**src/req_pkg.sv**
```systemverilog
package req_pkg;

    // Byte-lane strobe, bit 1 is the high byte
    typedef logic [1:0] lane_t;

    // Soft-core bridge sequence for one 32-bit access
    typedef enum logic [2:0] {
        idle_req0,
        wait0_req1,
        data0,
        wait1,
        data1
    } bridge_state_t;

    // Cycles from grant to ack in the word store
    localparam int SERVICE_CYCLES = 2;

    typedef logic [$clog2(SERVICE_CYCLES + 1) - 1:0] svc_cnt_t;

endpackage

```
**src/mem_map_pkg.sv**
```systemverilog
package mem_map_pkg;

    // Shared byte space seen by ROM, WRAM and the soft-core
    localparam int BYTE_ADDR_W = 15;            // 32 KB
    localparam int WORD_ADDR_W = BYTE_ADDR_W - 1;

    // WRAM sits in the top 8 KB
    localparam int WRAM_ADDR_W = 13;
    localparam logic [BYTE_ADDR_W-WRAM_ADDR_W-1:0] WRAM_BASE_HI = '1;

    // One 16-bit word per word address
    localparam int STORE_WORDS = 1 << WORD_ADDR_W;

    typedef logic [BYTE_ADDR_W-1:0] byte_addr_t;
    typedef logic [WORD_ADDR_W-1:0] word_addr_t;

endpackage
```
**src/mem_chan_if.sv**
```systemverilog
`timescale 1ns/1ps

interface mem_chan_if;
    import mem_map_pkg::*;
    import req_pkg::*;

    word_addr_t  addr;
    logic [15:0] wdata;
    lane_t       lane;
    logic        we;
    logic        req;       // Toggles once per access
    logic [15:0] rdata;
    logic        ack;       // Follows req when the access is done

    modport requester (
        output addr, wdata, lane, we, req,
        input  rdata, ack
    );

    modport store (
        input  addr, wdata, lane, we, req,
        output rdata, ack
    );

endinterface

```
**src/cpu_request_gen.sv**
```systemverilog
`timescale 1ns/1ps

module cpu_request_gen (
    input  logic                                mclk,
    input  logic                                resetn,
    input  logic                                loading,
    input  logic                                load_wr,
    input  mem_map_pkg::word_addr_t             load_addr,
    input  logic [15:0]                         load_data,
    input  mem_map_pkg::byte_addr_t             rom_addr,
    input  logic                                rom_ce_n,
    input  logic                                rom_word,
    input  logic [mem_map_pkg::WRAM_ADDR_W-1:0] wram_addr,
    input  logic                                wram_ce_n,
    input  logic                                wram_rd_n,
    input  logic                                wram_we_n,
    input  logic [7:0]                          wram_d,
    output logic [15:0]                         rom_q,
    output logic [7:0]                          wram_q,
    mem_chan_if.requester                       cpu_chan
);
    import mem_map_pkg::*;

    logic busy, wram_rd, wram_wr, wram_rd_r, wram_wr_r, wram_edge, wram_edge_pend;
    logic load_pend, load_trig, wram_trig, rom_trig;
    word_addr_t load_pend_addr;
    logic [15:0] load_pend_data;
    word_addr_t rom_sent;
    logic rom_sent_ok;                  // rom_sent holds a valid address
    logic [WRAM_ADDR_W-2:0] wram_sent;
    logic rd_pending, rd_port;          // Port 1 is WRAM
    logic [15:0] rom_word_r, wram_word_r;

    assign busy      = cpu_chan.req != cpu_chan.ack;
    assign wram_rd   = ~wram_ce_n & ~wram_rd_n;
    assign wram_wr   = ~wram_ce_n & ~wram_we_n;
    assign wram_edge = (wram_rd & ~wram_rd_r) | (wram_wr & ~wram_wr_r);
    assign load_trig = load_pend | load_wr;
    assign wram_trig = wram_edge_pend | wram_edge
                     | (wram_rd & (wram_addr[WRAM_ADDR_W-1:1] != wram_sent));
    assign rom_trig  = ~rom_ce_n & ~loading
                     & (~rom_sent_ok | (rom_addr[BYTE_ADDR_W-1:1] != rom_sent));

    always_ff @(posedge mclk) begin
        if (!resetn) begin
            cpu_chan.req   <= 1'b0;
            wram_rd_r      <= 1'b0;
            wram_wr_r      <= 1'b0;
            wram_edge_pend <= 1'b0;
            load_pend      <= 1'b0;
            rom_sent_ok    <= 1'b0;
            rd_pending     <= 1'b0;
            rd_port        <= 1'b0;
        end else begin
            wram_rd_r <= wram_rd;
            wram_wr_r <= wram_wr;
            if (load_wr) begin
                load_pend      <= 1'b1;
                load_pend_addr <= load_addr;
                load_pend_data <= load_data;
            end
            if (wram_edge)
                wram_edge_pend <= 1'b1;
            if (loading)
                rom_sent_ok <= 1'b0;

            // Result of the last read, before any new request replaces it
            if (!busy && rd_pending) begin
                rd_pending <= 1'b0;
                if (rd_port) wram_word_r <= cpu_chan.rdata;
                else         rom_word_r  <= cpu_chan.rdata;
            end

            if (!busy) begin
                if (load_trig) begin
                    cpu_chan.req   <= ~cpu_chan.req;
                    cpu_chan.addr  <= load_pend ? load_pend_addr : load_addr;
                    cpu_chan.wdata <= load_pend ? load_pend_data : load_data;
                    cpu_chan.lane  <= 2'b11;
                    cpu_chan.we    <= 1'b1;
                    load_pend      <= load_pend & load_wr;   // Keep a newer word
                end else if (wram_trig) begin
                    cpu_chan.req   <= ~cpu_chan.req;
                    cpu_chan.addr  <= {WRAM_BASE_HI, wram_addr[WRAM_ADDR_W-1:1]};
                    cpu_chan.wdata <= {wram_d, wram_d};
                    cpu_chan.lane  <= {wram_addr[0], ~wram_addr[0]};
                    cpu_chan.we    <= wram_wr;
                    wram_sent      <= wram_addr[WRAM_ADDR_W-1:1];
                    wram_edge_pend <= 1'b0;
                    rd_pending     <= ~wram_wr;
                    rd_port        <= 1'b1;
                end else if (rom_trig) begin
                    cpu_chan.req   <= ~cpu_chan.req;
                    cpu_chan.addr  <= rom_addr[BYTE_ADDR_W-1:1];
                    cpu_chan.lane  <= 2'b11;
                    cpu_chan.we    <= 1'b0;
                    rom_sent       <= rom_addr[BYTE_ADDR_W-1:1];
                    rom_sent_ok    <= 1'b1;
                    rd_pending     <= 1'b1;
                    rd_port        <= 1'b0;
                end
            end
        end
    end

    assign rom_q  = (rom_word || ~rom_addr[0]) ? rom_word_r
                                                : {rom_word_r[7:0], rom_word_r[15:8]};
    assign wram_q = wram_addr[0] ? wram_word_r[15:8] : wram_word_r[7:0];

    // Fields must hold while the store works on them
    a_one_outstanding: assert property (@(posedge mclk) disable iff (!resetn)
        $changed(cpu_chan.req) |-> $past(cpu_chan.req == cpu_chan.ack));

endmodule

```
**src/flat_wrapper.sv**
```systemverilog
// flat-port wrapper written by rule: the top's interface ports become plain ports
module cpu_request_gen_flat import mem_map_pkg::*;
  (mclk, resetn, loading, load_wr, load_addr, load_data, rom_addr, rom_ce_n, rom_word, wram_addr, wram_ce_n, wram_rd_n, wram_we_n, wram_d, rom_q, wram_q, cpu_chan_addr, cpu_chan_wdata, cpu_chan_lane, cpu_chan_we, cpu_chan_req, cpu_chan_rdata, cpu_chan_ack);
  mem_chan_if cpu_chan_i ();
  input  logic mclk;
  input  logic resetn;
  input  logic loading;
  input  logic load_wr;
  input  mem_map_pkg::word_addr_t load_addr;
  input  logic [15:0] load_data;
  input  mem_map_pkg::byte_addr_t rom_addr;
  input  logic rom_ce_n;
  input  logic rom_word;
  input  logic [mem_map_pkg::WRAM_ADDR_W-1:0] wram_addr;
  input  logic wram_ce_n;
  input  logic wram_rd_n;
  input  logic wram_we_n;
  input  logic [7:0] wram_d;
  output logic [15:0] rom_q;
  output logic [7:0] wram_q;
  output wire logic [$bits(cpu_chan_i.addr)-1:0] cpu_chan_addr;
  output wire logic [$bits(cpu_chan_i.wdata)-1:0] cpu_chan_wdata;
  output wire logic [$bits(cpu_chan_i.lane)-1:0] cpu_chan_lane;
  output wire logic [$bits(cpu_chan_i.we)-1:0] cpu_chan_we;
  output wire logic [$bits(cpu_chan_i.req)-1:0] cpu_chan_req;
  input wire logic [$bits(cpu_chan_i.rdata)-1:0] cpu_chan_rdata;
  input wire logic [$bits(cpu_chan_i.ack)-1:0] cpu_chan_ack;
  assign cpu_chan_addr = cpu_chan_i.addr;
  assign cpu_chan_wdata = cpu_chan_i.wdata;
  assign cpu_chan_lane = cpu_chan_i.lane;
  assign cpu_chan_we = cpu_chan_i.we;
  assign cpu_chan_req = cpu_chan_i.req;
  assign cpu_chan_i.rdata = cpu_chan_rdata;
  assign cpu_chan_i.ack = cpu_chan_ack;
  cpu_request_gen u_core (.mclk(mclk), .resetn(resetn), .loading(loading), .load_wr(load_wr), .load_addr(load_addr), .load_data(load_data), .rom_addr(rom_addr), .rom_ce_n(rom_ce_n), .rom_word(rom_word), .wram_addr(wram_addr), .wram_ce_n(wram_ce_n), .wram_rd_n(wram_rd_n), .wram_we_n(wram_we_n), .wram_d(wram_d), .rom_q(rom_q), .wram_q(wram_q), .cpu_chan(cpu_chan_i));
endmodule
```
**config.mk**
```make
export PLATFORM = sky130hd
export DESIGN_NAME = cpu_request_gen_flat
export DESIGN_NICKNAME = d
export VERILOG_FILES = /design/src/req_pkg.sv /design/src/mem_map_pkg.sv /design/src/mem_chan_if.sv /design/src/cpu_request_gen.sv /design/src/flat_wrapper.sv
export SDC_FILE = /design/constraint.sdc
export NUM_CORES = 1
export LEC_CHECK = 0
export ABC_CLOCK_PERIOD_IN_PS = 3600
export BUFFER_PORTS_ARGS = -buffer_cell sky130_fd_sc_hd__clkbuf_2
export CORE_UTILIZATION = 50
export CTS_BUF_LIST = sky130_fd_sc_hd__clkbuf_2
export CTS_CLUSTER_DIAMETER = 30
export CTS_CLUSTER_SIZE = 14
export DETAILED_ROUTE_END_ITERATION = 12
export PLACE_DENSITY = 0.78
export SYNTH_ARGS = -nofsm -noshare
export SYNTH_HDL_FRONTEND = slang
export SYNTH_SLANG_ARGS = --single-unit
```
**constraint.sdc**
```tcl
create_clock -name mclk -period 3.6 [get_ports mclk]
set_input_delay 0.54 -clock mclk [delete_from_list [all_inputs] [get_ports mclk]]
set_output_delay 0.54 -clock mclk [all_outputs]
set_load 0.01 [all_outputs]
```
==> qor.yml <==
synth:
  yosys_register_bits: 129
  synth_fa_ha_area_share_pct: 0
  seq_area_frac_synth_pct: 71.5
  yosys.area_share.simple_pct: 11.1
  synthCells: 384
  ys_warn_count: 0
  synth_top_family_by_area: "simple AND/OR/NAND/NOR gates"
  synth_mux_area_share_pct: 1.89
  synthesis.nets: 476
  synth_compound_area_share_pct: 9.24
  synth-main-ff-cell: "edfxtp_1"
  syn-cell-area_um2: 5310
  synth_enable_flop_cells: 121
  avgSynthCellArea_um2: 13.8
  ys_types: 39
  synthArstFlopShare_pct: 0
  synthXorXnorAreaFrac_pct: 4.45
power_and_ir_drop:
  ir_worst_vdd_mv: 0.255
  p_leak_nw: 2.59
  powerDensity_nw_per_um2: 438
  total_power_mw: 2.87
timing:
  tightest_slew_ps: 1040
  setup_viol_count_final: 0
  max_freq_ghz: 0.421
  fin_tns_setup_ps: 0
  maxSlewHeadroom_pct: 30.4
  hold_viol: 0
  rsz0062_at_grt: "no"
  min_period_ps: 2380
  maxSlewViolCount: 0
  period_share_pct: 66.0
  clock_skew_ps: 37.8
worst_hold_path:
  hp-class: "in2reg"
  hold_depth: 1
cts:
  ctsHoldBuffers: 5
  root_buffer: "clkbuf_2"
  cts.sinks: 129
  cts_tree: "built"
  clockBufferDepth: 2
  cts-resized-gates: 0
  cts_setup_buffers: 0
  cts_max_level: 4
  cts_buffers: 17
  clk_latency_ps: 660
  cts.clk_slew.worst_paths_ps: 170
layout:
  final_common_cell: "clkbuf_2"
  final_nets: 650
  antenna_cells: 0
  drive_gt1_share_pct: 35.9
  finalNonFillerCells: 707
  final_util_pct: 63.6
  most-common-layout-cells: "clkbuf_2 (170), edfxtp_1 (121), nand2_1 (76)"
  area_delta_synth_final_pct: 23.6
floorplanning:
  core_um2: 10300
  io_pins: 150
  fp.dieW_um: 105
  die_y_um: 105
  initial_core_util_pct: 51.4
  dieArea_um2: 11000
  rows: 37
critical_path:
  cp_max_fo: 16
  end_kind: "output pin"
  crit_path_start_kind: "primary input"
  cp.arrival_ps: 1840
  criticalPathCategory: "in2out"
  cp.required_ps: 3060
  rr_worst_depth: 6
routing:
  drt-vias-per-instance: 5.29
  totalWireLength_um: 11700
  wl_per_cell_um: 16.5
  drc: 0
  dr.pass1.iters: 4
  via_count: 3740
  initialDrtViolationCount: 276
  ant_nets: 0
placed_design:
  place.gp.congestion: 0.815
  placed_cells: 659
  portBuffers: 149
  dp_hpwl_um: 8230
global_route:
  antenna_found_initial: 0
  gr-total-overflow: 0
  first_global_vias: 3611
  gr-usage-all-layers_pct: 21.8
  grt_max_degree: 49
  grt_pass1_wl_um: 17900
status:
  outcome: "finished clean"
job:
  cap_violations: 0
==> metrics by stage <==
stage	cell area, um^2	setup WS [ps]	hold WS, ps
floorplan	5310	669	445
global placement	6200	1080	477
detailed placement	6200	1070	487
CTS	6450	1260	1.51
global route	6560	1090	1.43
finish	6560	1220	77.2
==> cell usage after synthesis (all sizes together), types with 6 or more instances <==
| cell | number | area (um^2) |
|---|---|---|
| edfxtp | 121 | 3630 |
| a21oi | 17 | 85.1 |
| nand2 | 76 | 285 |
| xnor2 | 15 | 131 |
| clkbuf | 14 | 52.6 |
| nor4 | 6 | 37.5 |
| a22o | 12 | 105 |
| mux2 | 8 | 90.1 |
| a221o | 12 | 125 |
| nor2b | 10 | 62.6 |
| o21ai | 17 | 85.1 |
| dfxtp | 8 | 160 |
| xor2 | 12 | 105 |
| nor2 | 13 | 48.8 |
==> cell families (layout without fill, tap and decap cells) <==
logic type	after synthesis	after routing
AO/OA/AOI/OAI	69	69
XOR/XNOR	27	27
buffers and inverters	21	208
flip-flops	129	129
multiplexers	9	9
AND/OR/NAND/NOR	129	129
==> sequential cells by signal (all words and copies together) (netlist names), named ones only <==
name                   count
u_core.cpu_chan.req        1
u_core.cpu_chan.wdata     16
u_core.load_pend_addr     14
u_core.cpu_chan.we         1
u_core.rd_port             1
u_core.wram_wr_r           1
u_core.load_pend_data     16
u_core.cpu_chan.lane       2
u_core.wram_word_r        16
u_core.wram_rd_r           1
u_core.rom_word_r         16
u_core.cpu_chan.addr      14
u_core.rom_sent           14
u_core.load_pend           1
u_core.rom_sent_ok         1
u_core.wram_edge_pend      1
u_core.wram_sent          12
==> per-layer routing <==
| layer | vias to the layer above | wire length, um | track usage, % |
|---|---|---|---|
| met5 | - | 0 | 0 |
| met4 | 0 | 140 | 7.04 |
| met3 | 15 | 869 | 6.92 |
| met2 | 161 | 5630 | 33.8 |
| met1 | 1775 | 5020 | 29.3 |
| li1 | 1789 | - | - |
==> area by class of cell <==
| class | count | area [um^2] |
|---|---|---|
| Clock inverter | 11 | 91.3 |
| Tap cell | 136 | 170 |
| Clock buffer | 21 | 105 |
| Multi-Input combinational cell | 234 | 1420 |
| Sequential cell | 129 | 3790 |
| Timing Repair Buffer | 173 | 966 |
| Fill cell | 800 | 3760 |
| Inverter | 3 | 11.3 |
==> worst max-delay path, stage by stage <==
cell and delay, ps:
clkbuf_2 80, nor2b_1 810, nand2_1 150, nand2_1 110, clkbuf_2 130
==> power by group <==
group / switching (mW) / total [mW] / internal [mW]
registers: 0.0223 / 1.75 / 1.73
logic: 0.211 / 0.365 / 0.154
clock network: 0.507 / 0.759 / 0.252
==> path summary, 6_finish.rpt <==
| path | slack, ps | endpoint | from |
|---|---|---|---|
| setup / recovery | 1220 | rom_q[6] | rom_addr[0] |
| setup reg to reg | 1300 | u_core.cpu_chan.addr[7] | u_core.rom_sent[0] |
| hold reg to reg | 510 | u_core.cpu_chan.req | u_core.cpu_chan.req |
| hold / removal | 80 | u_core.load_pend_data[2] | load_data[2] |
Power figures use the tool's default switching activity.
