<file path="src/req_pkg.sv">
package req_pkg;

    // Byte-lane strobe, bit 1 is the high byte
    typedef logic [1:0] lane_t;

    // Soft-core bridge sequence for one 32-bit access
    typedef enum logic [2:0] {
        idle_req0,
        wait0_req1,
        data0,
        wait1,
        data1
    } bridge_state_t;

    // Cycles from grant to ack in the word store
    localparam int SERVICE_CYCLES = 2;

    typedef logic [$clog2(SERVICE_CYCLES + 1) - 1:0] svc_cnt_t;

endpackage

</file>
<file path="src/mem_map_pkg.sv">
package mem_map_pkg;

    // Shared byte space seen by ROM, WRAM and the soft-core
    localparam int BYTE_ADDR_W = 15;            // 32 KB
    localparam int WORD_ADDR_W = BYTE_ADDR_W - 1;

    // WRAM sits in the top 8 KB
    localparam int WRAM_ADDR_W = 13;
    localparam logic [BYTE_ADDR_W-WRAM_ADDR_W-1:0] WRAM_BASE_HI = '1;

    // One 16-bit word per word address
    localparam int STORE_WORDS = 1 << WORD_ADDR_W;

    typedef logic [BYTE_ADDR_W-1:0] byte_addr_t;
    typedef logic [WORD_ADDR_W-1:0] word_addr_t;

endpackage
</file>
<file path="src/mem_chan_if.sv">
`timescale 1ns/1ps

interface mem_chan_if;
    import mem_map_pkg::*;
    import req_pkg::*;

    word_addr_t  addr;
    logic [15:0] wdata;
    lane_t       lane;
    logic        we;
    logic        req;       // Toggles once per access
    logic [15:0] rdata;
    logic        ack;       // Follows req when the access is done

    modport requester (
        output addr, wdata, lane, we, req,
        input  rdata, ack
    );

    modport store (
        input  addr, wdata, lane, we, req,
        output rdata, ack
    );

endinterface

</file>
<file path="src/rv_bridge.sv">
`timescale 1ns/1ps

module rv_bridge (
    input  logic                    mclk,
    input  logic                    resetn,
    input  logic                    rv_valid,
    input  mem_map_pkg::byte_addr_t rv_addr,
    input  logic [31:0]             rv_wdata,
    input  logic [3:0]              rv_wstrb,
    output logic                    rv_ready,
    output logic [31:0]             rv_rdata,
    mem_chan_if.requester           rv_chan
);
    import mem_map_pkg::*;
    import req_pkg::*;

    bridge_state_t state;
    logic          rv_valid_r;
    logic          new_req;         // Request seen mid-access
    logic          start;
    logic          is_write;
    logic          chan_done;
    logic [15:0]   low_half;
    word_addr_t    lo_word_addr;
    word_addr_t    hi_word_addr;

    assign start        = rv_valid & ~rv_valid_r;
    assign is_write     = rv_wstrb != 4'b0;
    assign chan_done    = rv_chan.req == rv_chan.ack;
    assign lo_word_addr = {rv_addr[BYTE_ADDR_W-1:2], 1'b0};
    assign hi_word_addr = {rv_addr[BYTE_ADDR_W-1:2], 1'b1};
    assign rv_rdata     = {rv_chan.rdata, low_half};

    always_ff @(posedge mclk) begin
        if (!resetn) begin
            state       <= idle_req0;
            rv_ready    <= 1'b0;
            rv_valid_r  <= 1'b0;
            new_req     <= 1'b0;
            rv_chan.req <= 1'b0;
        end else begin
            rv_valid_r <= rv_valid;
            rv_ready   <= 1'b0;
            if (start)
                new_req <= 1'b1;

            case (state)
                idle_req0: if (new_req || start) begin
                    new_req     <= 1'b0;
                    rv_chan.req <= ~rv_chan.req;
                    rv_chan.we  <= is_write;
                    if (is_write && rv_wstrb[1:0] == 2'b00) begin
                        rv_chan.addr  <= hi_word_addr;     // Upper half only
                        rv_chan.wdata <= rv_wdata[31:16];
                        rv_chan.lane  <= rv_wstrb[3:2];
                        state         <= wait1;
                    end else begin
                        rv_chan.addr  <= lo_word_addr;
                        rv_chan.wdata <= rv_wdata[15:0];
                        rv_chan.lane  <= is_write ? rv_wstrb[1:0] : 2'b11;
                        state         <= wait0_req1;
                    end
                end

                wait0_req1: if (chan_done) begin
                    if (!is_write) begin
                        state <= data0;
                    end else if (rv_wstrb[3:2] == 2'b00) begin
                        rv_ready <= 1'b1;                  // Lower half only
                        state    <= idle_req0;
                    end else begin
                        rv_chan.req   <= ~rv_chan.req;
                        rv_chan.addr  <= hi_word_addr;
                        rv_chan.wdata <= rv_wdata[31:16];
                        rv_chan.lane  <= rv_wstrb[3:2];
                        state         <= wait1;
                    end
                end

                data0: begin
                    low_half      <= rv_chan.rdata;        // Still valid, no new req yet
                    rv_chan.req   <= ~rv_chan.req;
                    rv_chan.addr  <= hi_word_addr;
                    rv_chan.lane  <= 2'b11;
                    state         <= wait1;
                end

                wait1: if (chan_done) begin
                    if (is_write) begin
                        rv_ready <= 1'b1;
                        state    <= idle_req0;
                    end else begin
                        state <= data1;
                    end
                end

                data1: begin
                    rv_ready <= 1'b1;
                    state    <= idle_req0;
                end

                default: state <= idle_req0;
            endcase
        end
    end

    a_ready_pulse: assert property (@(posedge mclk) disable iff (!resetn)
        rv_ready |=> !rv_ready);

endmodule

</file>
<file path="src/flat_wrapper.sv">
// flat-port wrapper written by rule: the top's interface ports become plain ports
module rv_bridge_flat import mem_map_pkg::*; import req_pkg::*;
  (mclk, resetn, rv_valid, rv_addr, rv_wdata, rv_wstrb, rv_ready, rv_rdata, rv_chan_addr, rv_chan_wdata, rv_chan_lane, rv_chan_we, rv_chan_req, rv_chan_rdata, rv_chan_ack);
  mem_chan_if rv_chan_i ();
  input  logic mclk;
  input  logic resetn;
  input  logic rv_valid;
  input  mem_map_pkg::byte_addr_t rv_addr;
  input  logic [31:0] rv_wdata;
  input  logic [3:0] rv_wstrb;
  output logic rv_ready;
  output logic [31:0] rv_rdata;
  output wire logic [$bits(rv_chan_i.addr)-1:0] rv_chan_addr;
  output wire logic [$bits(rv_chan_i.wdata)-1:0] rv_chan_wdata;
  output wire logic [$bits(rv_chan_i.lane)-1:0] rv_chan_lane;
  output wire logic [$bits(rv_chan_i.we)-1:0] rv_chan_we;
  output wire logic [$bits(rv_chan_i.req)-1:0] rv_chan_req;
  input wire logic [$bits(rv_chan_i.rdata)-1:0] rv_chan_rdata;
  input wire logic [$bits(rv_chan_i.ack)-1:0] rv_chan_ack;
  assign rv_chan_addr = rv_chan_i.addr;
  assign rv_chan_wdata = rv_chan_i.wdata;
  assign rv_chan_lane = rv_chan_i.lane;
  assign rv_chan_we = rv_chan_i.we;
  assign rv_chan_req = rv_chan_i.req;
  assign rv_chan_i.rdata = rv_chan_rdata;
  assign rv_chan_i.ack = rv_chan_ack;
  rv_bridge u_core (.mclk(mclk), .resetn(resetn), .rv_valid(rv_valid), .rv_addr(rv_addr), .rv_wdata(rv_wdata), .rv_wstrb(rv_wstrb), .rv_ready(rv_ready), .rv_rdata(rv_rdata), .rv_chan(rv_chan_i));
endmodule
</file>
<file path="config.mk">
export PLATFORM = sky130hd
export DESIGN_NAME = rv_bridge_flat
export DESIGN_NICKNAME = d
export VERILOG_FILES = /design/src/req_pkg.sv /design/src/mem_map_pkg.sv /design/src/mem_chan_if.sv /design/src/rv_bridge.sv /design/src/flat_wrapper.sv
export SDC_FILE = /design/constraint.sdc
export NUM_CORES = 1
export LEC_CHECK = 0
export ABC_CLOCK_PERIOD_IN_PS = 8000
export BUFFER_PORTS_ARGS = -buffer_cell sky130_fd_sc_hd__buf_2
export CORE_AREA = 10 10 88 90
export DETAILED_ROUTE_END_ITERATION = 8
export DIE_AREA = 0 0 98 100
export PLACE_DENSITY = 0.83
export REMOVE_ABC_BUFFERS = 1
export SLEW_MARGIN = 40
export SYNTH_ARGS = -nofsm -noshare
export SYNTH_HDL_FRONTEND = slang
export SYNTH_SLANG_ARGS = --single-unit
</file>
<file path="constraint.sdc">
create_clock -name mclk -period 8 [get_ports mclk]
set_input_delay 1.2 -clock mclk [delete_from_list [all_inputs] [get_ports mclk]]
set_output_delay 1.2 -clock mclk [all_outputs]
set_load 0.01 [all_outputs]
</file>
==> metrics.cfg, run 1 <==
[placement]
place_hpwl_microns=4980
port-buffer-count=135
routabilityCongestion=0.7444

[routing]
drcViolationCount=0
wl_per_cell_microns=17.12
detail-route-antenna-nets=0
via_count=1667
firstDrtPassIters=4
first_iter_violations=67
viasPerCell=4.736
totalWireLength_microns=6026

[setup_path]
reg2reg_to=u_core.rv_chan.wdata[0]
critPathLaunchType=input pin
critical_path.cell_chain=buf_2, buf_2
worstSetupStartpoint=rv_chan_rdata[12]
crit_required_ns=6.80
critical_path_class=input pin to primary output
crit_family=buffers and inverters
crit_slowest_cell=buf_2
arrival_ns=1.45
ff2ff_path_depth=3
endpoint_kind=primary output
path_buf_inv=2
crit_path_frequent_cell=buf_2
r2r_slack_ns=6.10
r2r-start=u_core.state[1]
cp_slowest_stage_delay_ns=0.14
cp_max_fo=2

[synthesis]
synth_common_cells=edfxtp_1, buf_4, mux2_4
yosysMostFrequentCell=edfxtp_1
synth_top_area_cell=edfxtp_1
synth.distinct_cells=35
synthCells=149
async_flop_share_pct=0
synth_flop_cell=edfxtp_1
synth-seq-cells=56
synthTopCellsByArea=edfxtp_1, mux2_4, dfxtp_1, buf_4, mux2_2
yosys.area.top_type_share_pct=63.53
synth-edff-count=49
avgSynthCellArea_sq_um=15.54
yosysWarnings=0
yosysSeqAreaShare_pct=69.58
netlist_area_sq_um=2316

[sta]
rsz0062_at_grt=no
setup_viol=0
fmax_mhz=377.7
report.final.slew_viol_count=0
tightest_slew_ns=0.6651
setup-tns-final_ns=0
fin_skew_ns=0.01266
period_minus_slack_ns=2.647
min_period_over_period_pct=33.09
relSlewSlack_pct=55.10
final_hold_viol_count=0

[clock_tree]
cts-resized-gates=0
cts_hold_buffers=0
cts_setup_buffers=0
clock_path_buffers=2
numCtsBuffers=5
cts_max_level=2
clk_pin_slew_ns=0.10
clock_latency_ns=0.30
root_buffer=clkbuf_8
cts.sinks=56
cts_tree=done

[run_status]
outcome=completed

[hold_path]
hold_class=register to register
holdPathStages=1
holdPathEnd=u_core.rv_chan.req
min_from=u_core.rv_chan.req

[finish]
antenna_cells=0
nFillCells=553
seq_area_sq_um=1612
drive_above_1_share_pct=60.73
fin_util_pct=50.58
nNetsFinal=346
syn_to_final_growth_pct=33.93
multiInputGateArea_sq_um=540.5

[floorplanning]
die_y_microns=100
floorplan.initialDensity_pct=37.77
die_x_microns=98
pin_count=138
die-area_sq_um=9800
core.rowCount=29
core_sq_um=6132

[power]
p_leak_nw=1.358
powerDensity_nw_per_um2=259.3
total_power_mw=0.8043
irDropWorstVdd_mv=0.1162

[global_routing]
grt_max_degree=17
grt_pass1_vias=1815
antenna_found_initial=0
grt_pass1_wl_microns=9080
grt_use_total_pct=11.32
grt-ovfl-total=0

[job]
max_cap_violations=0

## layout make-up
cell class / count / share of cell area (%)
multi-input combinational: 67 / 17.43
tap: 77 / 3.106
clock buffer: 5 / 2.219
inverter: 7 / 0.8471
clock inverter: 2 / 1.936
sequential: 56 / 51.96
timing repair buffer: 138 / 22.51
## cell usage in the layout, fill, tap and decap left out, types with 2 or more instances in the layout
master / instances
buf_2: 135
edfxtp_1: 49
mux2_4: 10
inv_1: 7
nand2_1: 7
a21oi_1: 7
dfxtp_1: 7
mux2_2: 6
o21ai_0: 6
nor2_1: 5
clkbuf_8: 5
buf_4: 3
nand3_1: 2
a31oi_1: 2
nand2b_1: 2
o311ai_0: 2
bufinv_16: 2
## state kept, by name, indices dropped and copies added (netlist names)
| name | flops |
|---|---|
| u_core.rv_chan.we | 1 |
| u_core.rv_ready | 1 |
| u_core.rv_valid_r | 1 |
| u_core.new_req | 1 |
| u_core.low_half | 16 |
| u_core.rv_chan.addr | 14 |
| u_core.rv_chan.wdata | 16 |
| u_core.rv_chan.lane | 2 |
| u_core.rv_chan.req | 1 |
| u_core.state | 3 |
## worst max path at each step
stage | depth (start not counted) | slack, ns | endpoint
after global routing | 2 | 5.34 | rv_rdata[22]
after global placement | 5 | 5.21 | u_core.rv_chan.wdata[15]
after CTS | 2 | 5.35 | rv_rdata[31]
after detailed placement | 5 | 5.16 | u_core.rv_chan.wdata[0]
after floorplan | 3 | 4.68 | u_core.rv_chan.addr[0]
final | 2 | 5.35 | rv_rdata[28]
## kinds of logic (layout without fill, tap and decap cells)
logic type,count (synthesis),after routing,share of synthesized area [%]
compound gates,24,24,6.538
xor+xnor,2,2,0.7565
buf+inv,26,152,7.564
flops,56,56,69.58
mux,16,16,9.400
simple gates,25,25,6.160
## where the power goes
| part | leakage, nW | internal [mW] | switching (mW) | total, mW |
|---|---|---|---|---|
| Clock | 0.0642 | 0.123 | 0.0862 | 0.209 |
| Combinational | 0.784 | 0.0903 | 0.110 | 0.200 |
| Sequential | 0.510 | 0.374 | 0.0201 | 0.395 |
## worst register-to-register path: cells and delay by family (launching register included)
kind             cells  cell delay, ns
and+or+nand+nor      2            0.65
DFF                  1            0.60
muxes                1            0.42
## through the flow
stage / hold slack (ns) / setup slack [ns] / std cells / instance area, sq um
2_1_floorplan: 0.5227 / 4.685 / 130 / 2167
3_3_place_gp: 0.5517 / 5.206 / 345 / 2973
3_5_place_dp: 0.5762 / 5.160 / 345 / 2973
4_1_cts: 0.5912 / 5.349 / 352 / 3102
5_1_grt: 0.6374 / 5.343 / 352 / 3102
6_report: 0.5895 / 5.353 / 352 / 3102
## routing by layer
metal	part of all wire [%]	global-route usage, %	vias to the layer above	routed length (microns)
met2	50	20.00	95	3017
met5	0	0	-	0
met4	0.56	2.237	0	34
met1	38	11.79	775	2300
met3	11	5.907	5	674
li1	-	-	792	-
Power figures use the tool's default switching activity.
==> run 2: changes to the inputs <==
Settings changed: ABC_CLOCK_PERIOD_IN_PS 8000 to 2650.
Clock period 8 ns to 2.65 ns, I/O delays scaled along.
==> metrics.cfg, run 2 (synthesized netlist as in run 1, its figures left out) <==
[sta]
fmax_mhz=522.6
report.final.slew_viol_count=0
holdWs_ns=0.2568
fin_skew_ns=0.01146
min_period_over_period_pct=72.21
final_hold_viol_count=0
setup_viol=0
tightest_slew_ns=0.6495
rsz0062_at_grt=no
setup_ws_ns=0.7364
relSlewSlack_pct=56.15
period_minus_slack_ns=1.914
setup-tns-final_ns=0

[floorplanning]
die_x_microns=98
die-area_sq_um=9800
die_y_microns=100
floorplan.initialDensity_pct=37.77
pin_count=138
core_sq_um=6132
core.rowCount=29

[clock_tree]
root_buffer=clkbuf_8
cts_hold_buffers=0
clk_pin_slew_ns=0.10
numCtsBuffers=5
cts-resized-gates=0
cts_setup_buffers=0
clock_path_buffers=2
cts.sinks=56
cts_max_level=2
clock_latency_ns=0.31
cts_tree=done

[routing]
via_count=1658
detail-route-antenna-nets=0
viasPerCell=4.697
firstDrtPassIters=4
wl_per_cell_microns=17.29
first_iter_violations=61
totalWireLength_microns=6104
drcViolationCount=0

[global_routing]
grt_pass1_vias=1808
grt_use_total_pct=11.72
grt_pass1_wl_microns=9252
antenna_found_initial=0
grt-ovfl-total=0
grt_max_degree=18

[setup_path]
critical_path_class=register to register
cp_slowest_stage_delay_ns=0.60
critical_path.cell_chain=nor3b_4, nor2_4, mux2_2
crit_slowest_cell=dfxtp_1
cp_max_fo=16
crit_required_ns=2.71
arrival_ns=1.97
path_buf_inv=0
endpoint_kind=register
critPathLaunchType=register
crit_family=simple AND/OR/NAND/NOR gates

[finish]
reg_top3=u_core.low_half (16), u_core.rv_chan.wdata (16), u_core.rv_chan.addr (14)
final_common_cell=buf_2
final_cell_mix=buf_2, edfxtp_1, mux2_4
postLayoutCellArea_sq_um=3062
nNetsFinal=346
syn_to_final_growth_pct=32.20
drive_above_1_share_pct=60.51
antenna_cells=0

[power]
p_leak_nw=1.335
total_power_mw=2.263
irDropWorstVdd_mv=0.3211
powerDensity_nw_per_um2=739.1

[placement]
routabilityCongestion=0.7687
placed_cell_area_sq_um=2973
pre_cts_ws_ns=0.6300
port-buffer-count=135
place_hpwl_microns=4965

[job]
max_cap_violations=0

[run_status]
outcome=completed

[hold_path]
hold_class=input pin to register

==> run 2: worst reg2reg max path, cell delays in order (launching register included) <==
cell and delay (ns):
dfxtp_1 0.60, nor3b_4 0.13, nor2_4 0.52, mux2_2 0.42
==> run 2: through the flow <==
stage	std cells	utilization (%)
after CTS	353	49.93
after detailed placement	345	48.48
final	353	49.93
after floorplan	130	-
after global routing	353	49.93
after global placement	345	48.48
==> run 2: where the power goes <==
part	internal [mW]	switching (mW)	total, mW
Clock	0.189	0.274	0.462
Combinational	0.273	0.338	0.611
Sequential	1.13	0.0596	1.19
==> run 2: routing by layer <==
metal	vias up	wire length [microns]	GRT usage [%]
li1	793	-	-
met1	766	2242	12.07
met2	93	3040	19.95
met5	-	0	0
met3	6	745	6.868
met4	0	76	3.132
==> run 2: path summary, 6_finish.rpt <==
check	startpoint	endpoint	slack, ns	depth (start not counted)
setup reg to reg	u_core.state[1]	u_core.rv_chan.wdata[0]	0.74	3
hold reg to reg	u_core.state[2]	u_core.new_req	0.59	2
hold / removal	rv_addr[4]	u_core.rv_chan.addr[3]	0.26	1
setup / recovery	u_core.state[1]	u_core.rv_chan.wdata[0]	0.74	3
==> run 2: final cells by class <==
class | instances | area [sq um]
Clock buffer | 6 | 72.57
Clock inverter | 2 | 16.27
Fill cell | 537 | 3070
Inverter | 7 | 26.28
Multi-Input combinational cell | 67 | 540.5
Sequential cell | 56 | 1612
Tap cell | 77 | 96.34
Timing Repair Buffer | 138 | 698.2
