===== src/mem_map_pkg.sv =====
package mem_map_pkg;

    // Shared byte space seen by ROM, WRAM and the soft-core
    localparam int BYTE_ADDR_W = 15;            // 32 KB
    localparam int WORD_ADDR_W = BYTE_ADDR_W - 1;

    // WRAM sits in the top 8 KB
    localparam int WRAM_ADDR_W = 13;
    localparam logic [BYTE_ADDR_W-WRAM_ADDR_W-1:0] WRAM_BASE_HI = '1;

    // One 16-bit word per word address
    localparam int STORE_WORDS = 1 << WORD_ADDR_W;

    typedef logic [BYTE_ADDR_W-1:0] byte_addr_t;
    typedef logic [WORD_ADDR_W-1:0] word_addr_t;

endpackage

===== src/rom_loader.sv =====
`timescale 1ns/1ps

module rom_loader (
    input  logic                    mclk,
    input  logic                    resetn,
    input  logic                    loading,
    input  logic [7:0]              loader_data,
    input  logic                    loader_valid,
    output logic                    load_wr,
    output mem_map_pkg::word_addr_t load_addr,
    output logic [15:0]             load_data,
    output logic                    loaded
);
    import mem_map_pkg::*;

    byte_addr_t byte_cnt;
    byte_addr_t cnt_now;
    logic       loading_r;
    logic       take;
    logic [7:0] low_byte;

    // A new load restarts the count at byte 0
    assign cnt_now = (loading & ~loading_r) ? '0 : byte_cnt;
    assign take    = loading & loader_valid;

    always_ff @(posedge mclk) begin
        if (!resetn) begin
            loading_r <= 1'b0;
            loaded    <= 1'b0;
            byte_cnt  <= '0;
            load_wr   <= 1'b0;
        end else begin
            loading_r <= loading;
            byte_cnt  <= cnt_now + byte_addr_t'(take);
            load_wr   <= take & cnt_now[0];   // One word per odd byte
            if (loading & ~loading_r)
                loaded <= 1'b0;
            if (~loading & loading_r)
                loaded <= 1'b1;
        end
    end

    always_ff @(posedge mclk) begin
        if (take & ~cnt_now[0])
            low_byte <= loader_data;
        if (take & cnt_now[0]) begin
            load_data <= {loader_data, low_byte};
            load_addr <= cnt_now[BYTE_ADDR_W-1:1];
        end
    end

    a_wr_in_load: assert property (@(posedge mclk) disable iff (!resetn)
        load_wr |-> loading);

endmodule


===== config.mk =====
export PLATFORM = sky130hd
export DESIGN_NAME = rom_loader
export DESIGN_NICKNAME = d
export VERILOG_FILES = /design/src/mem_map_pkg.sv /design/src/rom_loader.sv
export SDC_FILE = /design/constraint.sdc
export NUM_CORES = 1
export LEC_CHECK = 0
export BUFFER_PORTS_ARGS = -buffer_cell sky130_fd_sc_hd__buf_2
export CAP_MARGIN = 0
export CELL_PAD_IN_SITES_DETAIL_PLACEMENT = 1
export CELL_PAD_IN_SITES_GLOBAL_PLACEMENT = 2
export CORE_ASPECT_RATIO = 1.5
export CORE_UTILIZATION = 39
export CTS_BUF_LIST = sky130_fd_sc_hd__clkbuf_8 sky130_fd_sc_hd__clkbuf_16
export CTS_CLUSTER_DIAMETER = 50
export DETAILED_ROUTE_END_ITERATION = 10
export GPL_TIMING_DRIVEN = 0
export HOLD_SLACK_MARGIN = 0.12
export PLACE_DENSITY_LB_ADDON = 0.1
export SLEW_MARGIN = 0
export SYNTH_ARGS = -nofsm -noshare
export SYNTH_HDL_FRONTEND = slang
export SYNTH_SLANG_ARGS = --single-unit

===== constraint.sdc =====
create_clock -name mclk -period 5.7 [get_ports mclk]
set_clock_uncertainty 0.05 [all_clocks]
set_input_delay 0.285 -clock mclk [delete_from_list [all_inputs] [get_ports mclk]]
set_output_delay 0.285 -clock mclk [all_outputs]
set_load 0.005 [all_outputs]

==> results by group, run 1 <==
GRT
  – Largest net degree at the start of global routing: 35
  – GR peak layer: met2
  – First-pass GRT wire length: 6320 um
  – Initial antenna violation count: 0
  – Met2 track demand over resource: 27.45%
  – Global route overflow: 0
  – Total GRT Usage: 15.88%
  – Vias in the first global route: 1331
  – GR Util met3: 4.011%
  – GR Util met1: 16.76%

Synth
  – Post-synth EDFFs: 38
  – Distinct cell type count after synthesis: 26
  – Flop and latch count out of synthesis: 56
  – Synth warn: 0
  – Count leader, synth: edfxtp_1
  – Post-synth top flop: edfxtp_1
  – Synth cell count leaders: edfxtp_1 (38), dfxtp_1 (18), nor2_1 (16)
  – Mapped Cells: 142
  – Syn Std Cell Area: 2053 sq um
  – FFs w/ async S/R, synth: 0%
  – Register area share after synthesis: 73.13%
  – Synth area leaders: edfxtp_1 (56%), dfxtp_1 (18%), nor2b_1 (4.0%)
  – Area share of the largest cell type after synthesis: 55.58%
  – Syn Area/Cell: 14.46 sq um
  – Yosys top cell by area: edfxtp_1
  – Post-synth net total: 159

Worst setup path
  – Critical path class: flip-flop to flip-flop
  – Crit path DAT: 3.86 ns
  – Worst path bufs/invs: 4
  – Setup crit end kind: flip-flop
  – Setup crit start kind: flip-flop
  – Critical path's slowest cell: ha_2
  – CP Max Fanout: 34
  – CP delay by family, top: adder cells
  – CP cell instances: inv_1 > ha_1 > clkbuf_1 > clkbuf_1 > nand2b_1 > inv_1 > ha_2 > ha_1 > and2_1 > nand3_1 > or4_1 > a21oi_1
  – Crit-path max cell delay: 0.71 ns
  – WP data required: 5.89 ns

Drt
  – Drc violations: 0
  – WL final: 4023 um
  – Routed vias/inst: 4.714
  – Number of DRC markers in iteration 0: 27
  – First-pass iteration count of the detailed router: 4
  – DR WL/cell: 14.96 um
  – Remaining antenna violation count: 0
  – Routed vias: 1268

Status
  – Outcome: finished, final reports clean

Pwr
  – P_leak: 0.0009566 uW
  – PD cells: 296.5 nW/um^2
  – Peak VDD IR: 0.1529 mV
  – Tot Pwr: 761.6 uW

Clock network
  – Clock Path Buffers: 2
  – Clk sinks: 56
  – CTS tree: yes
  – Clk_lat worst skew: 0.30 ns
  – Worst-path clk slew: 0.09 ns
  – CTS buffer count: 5
  – CTS H-tree lvls: 2
  – Clock root buffer: clkbuf_8

Placement
  – Post-DP HPWL: 2751 um
  – Routability congestion estimate: 0.6745
  – I/O Buffers: 43

Timing
  – Tcrit/Tclk final: 64.35%
  – Setup TNS: 0 ns
  – Final hold viol count: 0
  – RSZ-0062 raised after global routing: no
  – Highest Clock Rate: 272.6 MHz
  – Setup-failing EPs final: 0
  – Post-layout minimum cycle time: 3.668 ns
  – Worst-margin pin slew: 0.8095 ns
  – Max_slew headroom: 46.04%
  – Final Max Tran Viols: 0

Floorplan
  – # IOs: 44
  – Die width: 61.25 um
  – Die Y: 90.87 um
  – Die area: 5565 sq um
  – Effective utilization at floorplan: 40.38%
  – Core Region: 5085 sq um
  – # rows: 32

Layout
  – Nets: 217
  – Share of cells above drive strength 1: 26.37%
  – Synth-to-Final Area Change: 25.11%
  – Filler cell count: 562
  – Antenna diodes: 0

Hold path
  – Class of the worst hold path: primary input to flip-flop

Flow run
  – Max_cap viols: 0
==> metal layers <==
metal | wire, um | share of wire (%)
met1 | 1546 | 38
met2 | 2218 | 55
met5 | 0 | 0
met3 | 174 | 4.3
met4 | 83 | 2.1
==> cell usage in the layout, fill, tap and decap left out, drive strengths merged <==
cell         netlist  layout
buf                0      43
edfxtp            38      38
dfxtp             18      18
nor2              16      16
nor2b             13      13
dlygate4sd3        0       8
clkbuf             3       8
inv                6       7
xnor2              6       6
and2               5       5
ha                 5       5
xor2               4       4
nand2              3       3
a21oi              3       3
nand3              3       3
nand2b             2       2
nand4              2       2
and4b              2       2
o31ai              2       2
or4                2       2
nand3b             2       2
bufinv             0       2
nand4b             1       1
or4b               1       1
o21ai              1       1
or3                1       1
nor3               1       1
and4               1       1
mux2i              1       1
==> registers in the layout, indices dropped and copies added, names as in the netlist <==
register,count
load_data,16
byte_cnt,15
load_addr,14
low_byte,8
load_wr,1
loaded,1
loading_r,1
==> final timing paths <==
check | startpoint | slack (ns) | to | depth (start not counted)
max | loading_r | 2.03 | byte_cnt[14] | 12
min | resetn | 0.18 | byte_cnt[1] | 2
max reg2reg | loading_r | 2.03 | byte_cnt[14] | 12
min reg2reg | low_byte[0] | 0.38 | load_data[0] | 0
==> cells by family (layout without fill, tap and decap cells) <==
kind of cell	Yosys count	count (layout)	share of synthesized area, %
DFF	56	56	73.13
xor gates and xnor gates	10	10	4.265
and+or+nand+nor	55	55	15.72
adders and majority gates	5	5	3.047
AOI/OAI and AO/OA	6	6	1.706
buffers and inverters	9	68	1.645
muxes	1	1	0.4875
==> final cells by class <==
type	instances	area (sq um)	share of cell area, %
sequential	56	1501	58.45
multi-input combinational	77	520.5	20.26
timing repair buffer	51	295.3	11.50
tap	68	85.08	3.312
clock buffer	5	68.82	2.679
clock inverter	3	63.81	2.484
inverter	6	22.52	0.8768
buffer	3	11.26	0.4384
==> per-stage QoR <==
step | cell area, sq um | setup WS [ns] | utilization [%] | instances | hold WS, ns
3_3_place_gp | 2354 | 1.540 | 46.28 | 253 | 0.3531
5_1_grt | 2569 | 1.674 | 50.52 | 269 | 0.1793
2_1_floorplan | 2053 | 2.386 | - | 142 | 0.3339
3_5_place_dp | 2354 | 1.421 | 46.28 | 253 | 0.3579
4_1_cts | 2566 | 1.408 | 50.47 | 269 | 0.1762
6_report | 2569 | 2.032 | 50.52 | 269 | 0.1801
==> power breakdown <==
part,switching (uW),internal (uW),total [uW]
Sequential,1.66,439,440
Clock,121,174,295
Combinational,14.8,12.1,26.9
Total,137,624,762
==> repair_timing <==
action	4_1_cts	5_1_grt
endpoints found under the hold margin	16	0
endpoints found under the setup margin	0	0
resized for setup	0	0
buffers inserted	0	0
hold buffers	8	0
==> worst reg2reg max path, cell delays in order, from the launching register on <==
cell and delay [ns]:
dfxtp_1 0.34, inv_1 0.05, ha_1 0.21, clkbuf_1 0.26, clkbuf_1 0.31, nand2b_1 0.24
inv_1 0.07, ha_2 0.71, ha_1 0.32, and2_1 0.25, nand3_1 0.17, or4_1 0.49
a21oi_1 0.15
(Power assumes the default switching activity.)
==> run 2: changes to the inputs <==
CORE_UTILIZATION = 33   (was 39)
clock period = 3.2 ns   (was 5.7 ns; I/O delays follow)
==> run 2 against run 1 <==
Net effect:
- final area is 0.73% higher
- non-clock buffer count is 4 higher
- worst hold slack better by 0.11 ns
- clock power is 27% higher
- sequential share of layout area is 0.42 points lower
- critical endpoint unchanged
==> results by group, run 2 (same netlist as run 1, synthesis figures left out) <==
Layout
  – Layout Cells excl Fill: 277
  – Filler cell count: 645
  – Reg with most FFs: load_data
  – Nets: 221
  – Antenna diodes: 0
  – Flip-flop count of the largest register, all copies and words added: 16
  – Final instance area: 2587 sq um
  – Share of cells above drive strength 1: 27.80%
  – Synth-to-Final Area Change: 26.02%
  – Largest regs: load_data (16), byte_cnt (15), load_addr (14)
  – Core Util, Final: 43.76%
  – Leading cell types in the layout, fill and taps excluded: buf_2 (44), edfxtp_1 (38), dfxtp_1 (18)
  – Most common cell after layout, fill and taps aside: buf_2

Clock network
  – Clk_lat worst skew: 0.30 ns
  – CTS tree: yes
  – CTS H-tree lvls: 2
  – CTS buffer count: 5
  – Clk sinks: 56
  – Clock root buffer: clkbuf_8
  – Clock Path Buffers: 2
  – Worst-path clk slew: 0.10 ns

Floorplan
  – Core Region: 5913 sq um
  – # IOs: 44
  – Die area: 6548 sq um
  – Effective utilization at floorplan: 34.72%
  – Die Y: 98.61 um
  – # rows: 34
  – Die width: 66.41 um

Drt
  – Routed vias/inst: 4.632
  – Number of DRC markers in iteration 0: 74
  – Routed vias: 1283
  – First-pass iteration count of the detailed router: 4
  – DR WL/cell: 14.17 um
  – Remaining antenna violation count: 0
  – Drc violations: 0
  – WL final: 3926 um

Pwr
  – Tot Pwr: 1210 uW
  – Sw Share: 20.79%
  – Psw: 251.6 uW
  – Internal Power: 958.5 uW
  – PD cells: 467.7 nW/um^2
  – P_leak: 0.0009609 uW
  – Peak VDD IR: 0.1723 mV
  – Combinational fraction of design power: 4.2%
  – Clk pwr share: 31.0%
  – Flop pwr share: 64.8%

Worst setup path
  – WP data required: 3.39 ns
  – R2r endpoint: byte_cnt[14]
  – FF-to-FF setup slack: 0.44 ns
  – CP Max Fanout: 12
  – Setup crit end kind: flip-flop
  – Crit path DAT: 3.11 ns
  – Worst r2r src: loading_r
  – Setup crit start kind: primary input
  – Reg2reg path depth: 11
  – Critical path class: primary input to flip-flop

Hold path
  – Min-delay src: loader_valid
  – Hold Path End: byte_cnt[0]
  – Hold Path Stages: 4
  – Class of the worst hold path: primary input to flip-flop

Placement
  – Post-DP HPWL: 2680 um
  – I/O Buffers: 43
  – Post-Place Cells: 257
  – Dpl cell area: 2361 sq um
  – Routability congestion estimate: 0.7318

Timing
  – Max_slew headroom: 66.20%
  – Worst-margin pin slew: 0.5070 ns
  – Final Max Tran Viols: 0
  – Setup-failing EPs final: 0
  – Post-layout minimum cycle time: 2.925 ns
  – Tcrit/Tclk final: 91.41%
  – RSZ-0062 raised after global routing: no
  – Final hold viol count: 0
  – Highest Clock Rate: 341.9 MHz
  – Setup TNS: 0 ns

Status
  – Outcome: finished, final reports clean

GRT
  – Largest net degree at the start of global routing: 18
  – Global route overflow: 0
  – First-pass GRT wire length: 6403 um
  – Total GRT Usage: 13.46%
  – Initial antenna violation count: 0
  – Vias in the first global route: 1308

Flow run
  – Max_cap viols: 0
==> run 2: cell types whose count changed in the layout (fill, tap and decap cells not counted), sizes merged <==
cell | previous run | this run
clkbuf | 8 | 6
clkinv | 0 | 1
bufinv | 2 | 0
buf | 43 | 47
clkinvlp | 0 | 1
dlygate4sd3 | 8 | 10
==> run 2: repair_timing <==
item | 4_1_cts | 5_1_grt
hold buffers | 10 | 0
hold endpoints to repair | 19 | 0
pin swaps | 0 | 0
resized for setup | 2 | 1
buffers inserted | 3 | 0
setup endpoints to repair | 9 | 3
==> run 2: power by group through the flow <==
stage	Clock [uW]	Sequential (uW)	Combinational, uW
5_1_grt	421	785	57.3
6_report	375	784	50.8
2_1_floorplan	0	801	18.3
4_1_cts	396	784	53.2
3_3_place_gp	0	800	39.8
3_5_place_dp	0	801	40.8
==> run 2: critical path: stages <==
cell and delay, ns:
dlygate4sd3_1 0.53, buf_2 0.15, ha_1 0.35, buf_2 0.25
nand2b_1 0.18, inv_1 0.09, ha_4 0.16, ha_1 0.18
and2_1 0.23, nand3_1 0.17, or4_1 0.49, a21oi_1 0.16
==> run 2: layer usage <==
layer	track usage [%]	routed length (um)
met5	0	0
met4	5.565	92
met2	23.78	2047
met1	15.11	1624
met3	3.125	162
==> run 2: how the worst max path moves through the flow <==
stage	from	slack [ns]	to	cells past startpoint
global route	loading	0.02	byte_cnt[14]	12
detailed placement	loading_r	-0.55	byte_cnt[13]	11
CTS	loading	0.05	byte_cnt[14]	13
finish	loading	0.27	byte_cnt[14]	12
global placement	loading_r	-0.43	byte_cnt[13]	11
floorplan	loading_r	0.24	byte_cnt[13]	11
==> run 2: area by class of cell <==
type,instances,area [sq um],share of cell area [%]
well taps,72,90.09,3.482
repair buffers,56,345.3,13.35
multi-input cells,77,530.5,20.50
inverters,6,22.52,0.8704
clock buffers,5,68.82,2.660
clock inverters,3,20.02,0.7737
flip-flops and latches,56,1501,58.03
plain buffers,2,8.758,0.3385
==> run 2: stage by stage <==
stage / setup slack (ns) / hold WS [ns]
floorplan: 0.2437 / 0.2089
CTS: 0.05086 / 0.2914
global route: 0.01908 / 0.3261
finish: 0.2748 / 0.2901
global placement: -0.4309 / 0.3000
detailed placement: -0.5453 / 0.3021
==> run 3: changes to the inputs <==
CORE_UTILIZATION = 36   (was 33)
clock period = 3.15 ns   (was 3.2 ns; I/O delays follow)
==> run 3 against run 2 <==
Net effect:
- non-clock buffer count shrank 3
- critical path type is now flip-flop to flip-flop
- via count shrank 1.6%
- largest cell class unchanged
- final area shrank 0.87%
- die area shrank 8.1%
- cell count shrank 1.8%
- sequential share of layout area grew 0.51 points
- sequential power grew 2%
- first-iteration DRC count shrank 50%
==> results by group, run 3 (same netlist as run 1, synthesis figures left out) <==
Clock network
  – Clk sinks: 56
  – Clock root buffer: clkbuf_8
  – Clk_lat worst skew: 0.30 ns
  – CTS tree: yes
  – CTS H-tree lvls: 2
  – Worst-path clk slew: 0.10 ns
  – CTS buffer count: 5
  – Clock Path Buffers: 2

Timing
  – Post-layout minimum cycle time: 2.866 ns
  – Worst-margin pin slew: 0.7154 ns
  – Tcrit/Tclk final: 90.99%
  – Setup-failing EPs final: 0
  – Highest Clock Rate: 348.9 MHz
  – Final hold viol count: 0
  – RSZ-0062 raised after global routing: no
  – Setup TNS: 0 ns
  – Max_slew headroom: 52.31%
  – Final Max Tran Viols: 0

GRT
  – Global route overflow: 0
  – Initial antenna violation count: 0
  – Largest net degree at the start of global routing: 20
  – Vias in the first global route: 1290
  – Total GRT Usage: 14.11%
  – First-pass GRT wire length: 6265 um

Pwr
  – Peak VDD IR: 0.2633 mV
  – PD cells: 476.6 nW/um^2
  – P_leak: 0.0009456 uW
  – Tot Pwr: 1223 uW

Floorplan
  – # IOs: 44
  – Core Region: 5492 sq um
  – Die width: 63.66 um
  – Die area: 6016 sq um
  – # rows: 33
  – Die Y: 94.50 um
  – Effective utilization at floorplan: 37.39%

Layout
  – Layout Cells excl Fill: 272
  – Filler cell count: 589
  – Share of cells above drive strength 1: 26.73%
  – Largest regs: load_data (16), byte_cnt (15), load_addr (14)
  – Antenna diodes: 0
  – Core Util, Final: 46.71%
  – Nets: 218
  – Reg with most FFs: load_data
  – Flip-flop count of the largest register, all copies and words added: 16
  – Leading cell types in the layout, fill and taps excluded: buf_2 (43), edfxtp_1 (38), dfxtp_1 (18)
  – Final instance area: 2565 sq um
  – Synth-to-Final Area Change: 24.92%
  – Most common cell after layout, fill and taps aside: buf_2

Worst setup path
  – Setup crit start kind: flip-flop
  – Crit path DAT: 3.06 ns
  – Critical path class: flip-flop to flip-flop
  – CP Max Fanout: 21
  – WP data required: 3.34 ns
  – Setup crit end kind: flip-flop

Placement
  – Dpl cell area: 2359 sq um
  – I/O Buffers: 43
  – Post-Place Cells: 255
  – Post-DP HPWL: 2735 um
  – Routability congestion estimate: 0.7420

Drt
  – Routed vias: 1263
  – WL final: 3887 um
  – Routed vias/inst: 4.643
  – Remaining antenna violation count: 0
  – First-pass iteration count of the detailed router: 4
  – DR WL/cell: 14.29 um
  – Number of DRC markers in iteration 0: 37
  – Drc violations: 0

Status
  – Outcome: finished, final reports clean

Hold path
  – Class of the worst hold path: primary input to flip-flop

Flow run
  – Max_cap viols: 0
## run 3: changes by cell type in the layout (fill, tap and decap cells not counted), sizes merged
cell and delta:
buf -3
## run 3: layout make-up
type	count	area, sq um	share of cell area [%]
tap	70	87.58	3.415
multi-input combinational	77	530.5	20.68
timing repair buffer	54	330.3	12.88
clock inverter	3	20.02	0.7805
inverter	6	22.52	0.8780
sequential	56	1501	58.54
clock buffer	5	68.82	2.683
buffer	1	3.754	0.1463
## run 3: worst paths after layout
kind / from / endpoint / slack [ns] / cells past startpoint
worst max-delay path: loading_r / byte_cnt[14] / 0.28 / 10
worst min-delay path: loader_valid / byte_cnt[0] / 0.29 / 4
worst max register to register: loading_r / byte_cnt[14] / 0.28 / 10
worst min register to register: low_byte[7] / load_data[7] / 0.38 / 0
## run 3: stage by stage
stage / setup slack [ns] / hold slack, ns
after floorplan: 0.1937 / 0.2064
after global placement: -0.4602 / 0.2977
after detailed placement: -0.5015 / 0.3035
after CTS: 0.09997 / 0.2854
after global routing: 0.01046 / 0.3037
final: 0.2839 / 0.2883
## run 3: worst max-delay path, stage by stage (launching register included)
cell and delay [ns]:
dfxtp_1 0.35, inv_1 0.05, ha_1 0.42, nand2b_1 0.28, inv_1 0.09, ha_4 0.30, ha_1 0.24, and2_1 0.22
nand3_1 0.16, or4_1 0.50, a21oi_1 0.15
## run 3: layer usage
layer	global-route usage [%]	wire length, um	vias to the layer above
li1	-	-	615
met4	7.197	87	0
met1	15.16	1554	606
met5	0	0	-
met3	3.382	174	7
met2	25.44	2070	35
## run 3: repair_timing
item | in CTS | in global routing
cloned | 0 | 0
gates resized for setup | 1 | 0
pin swaps | 0 | 0
endpoints found under the hold margin | 19 | 0
setup buffers | 1 | 0
hold buffers | 10 | 0
endpoints found under the setup margin | 9 | 3
## run 3: power by group
group          internal [uW]  leakage, uW  switching, uW
sequential               794     0.000475           3.31
combinational           23.9     0.000425           26.3
clock                    155    0.0000455            220
total                    973     0.000946            250
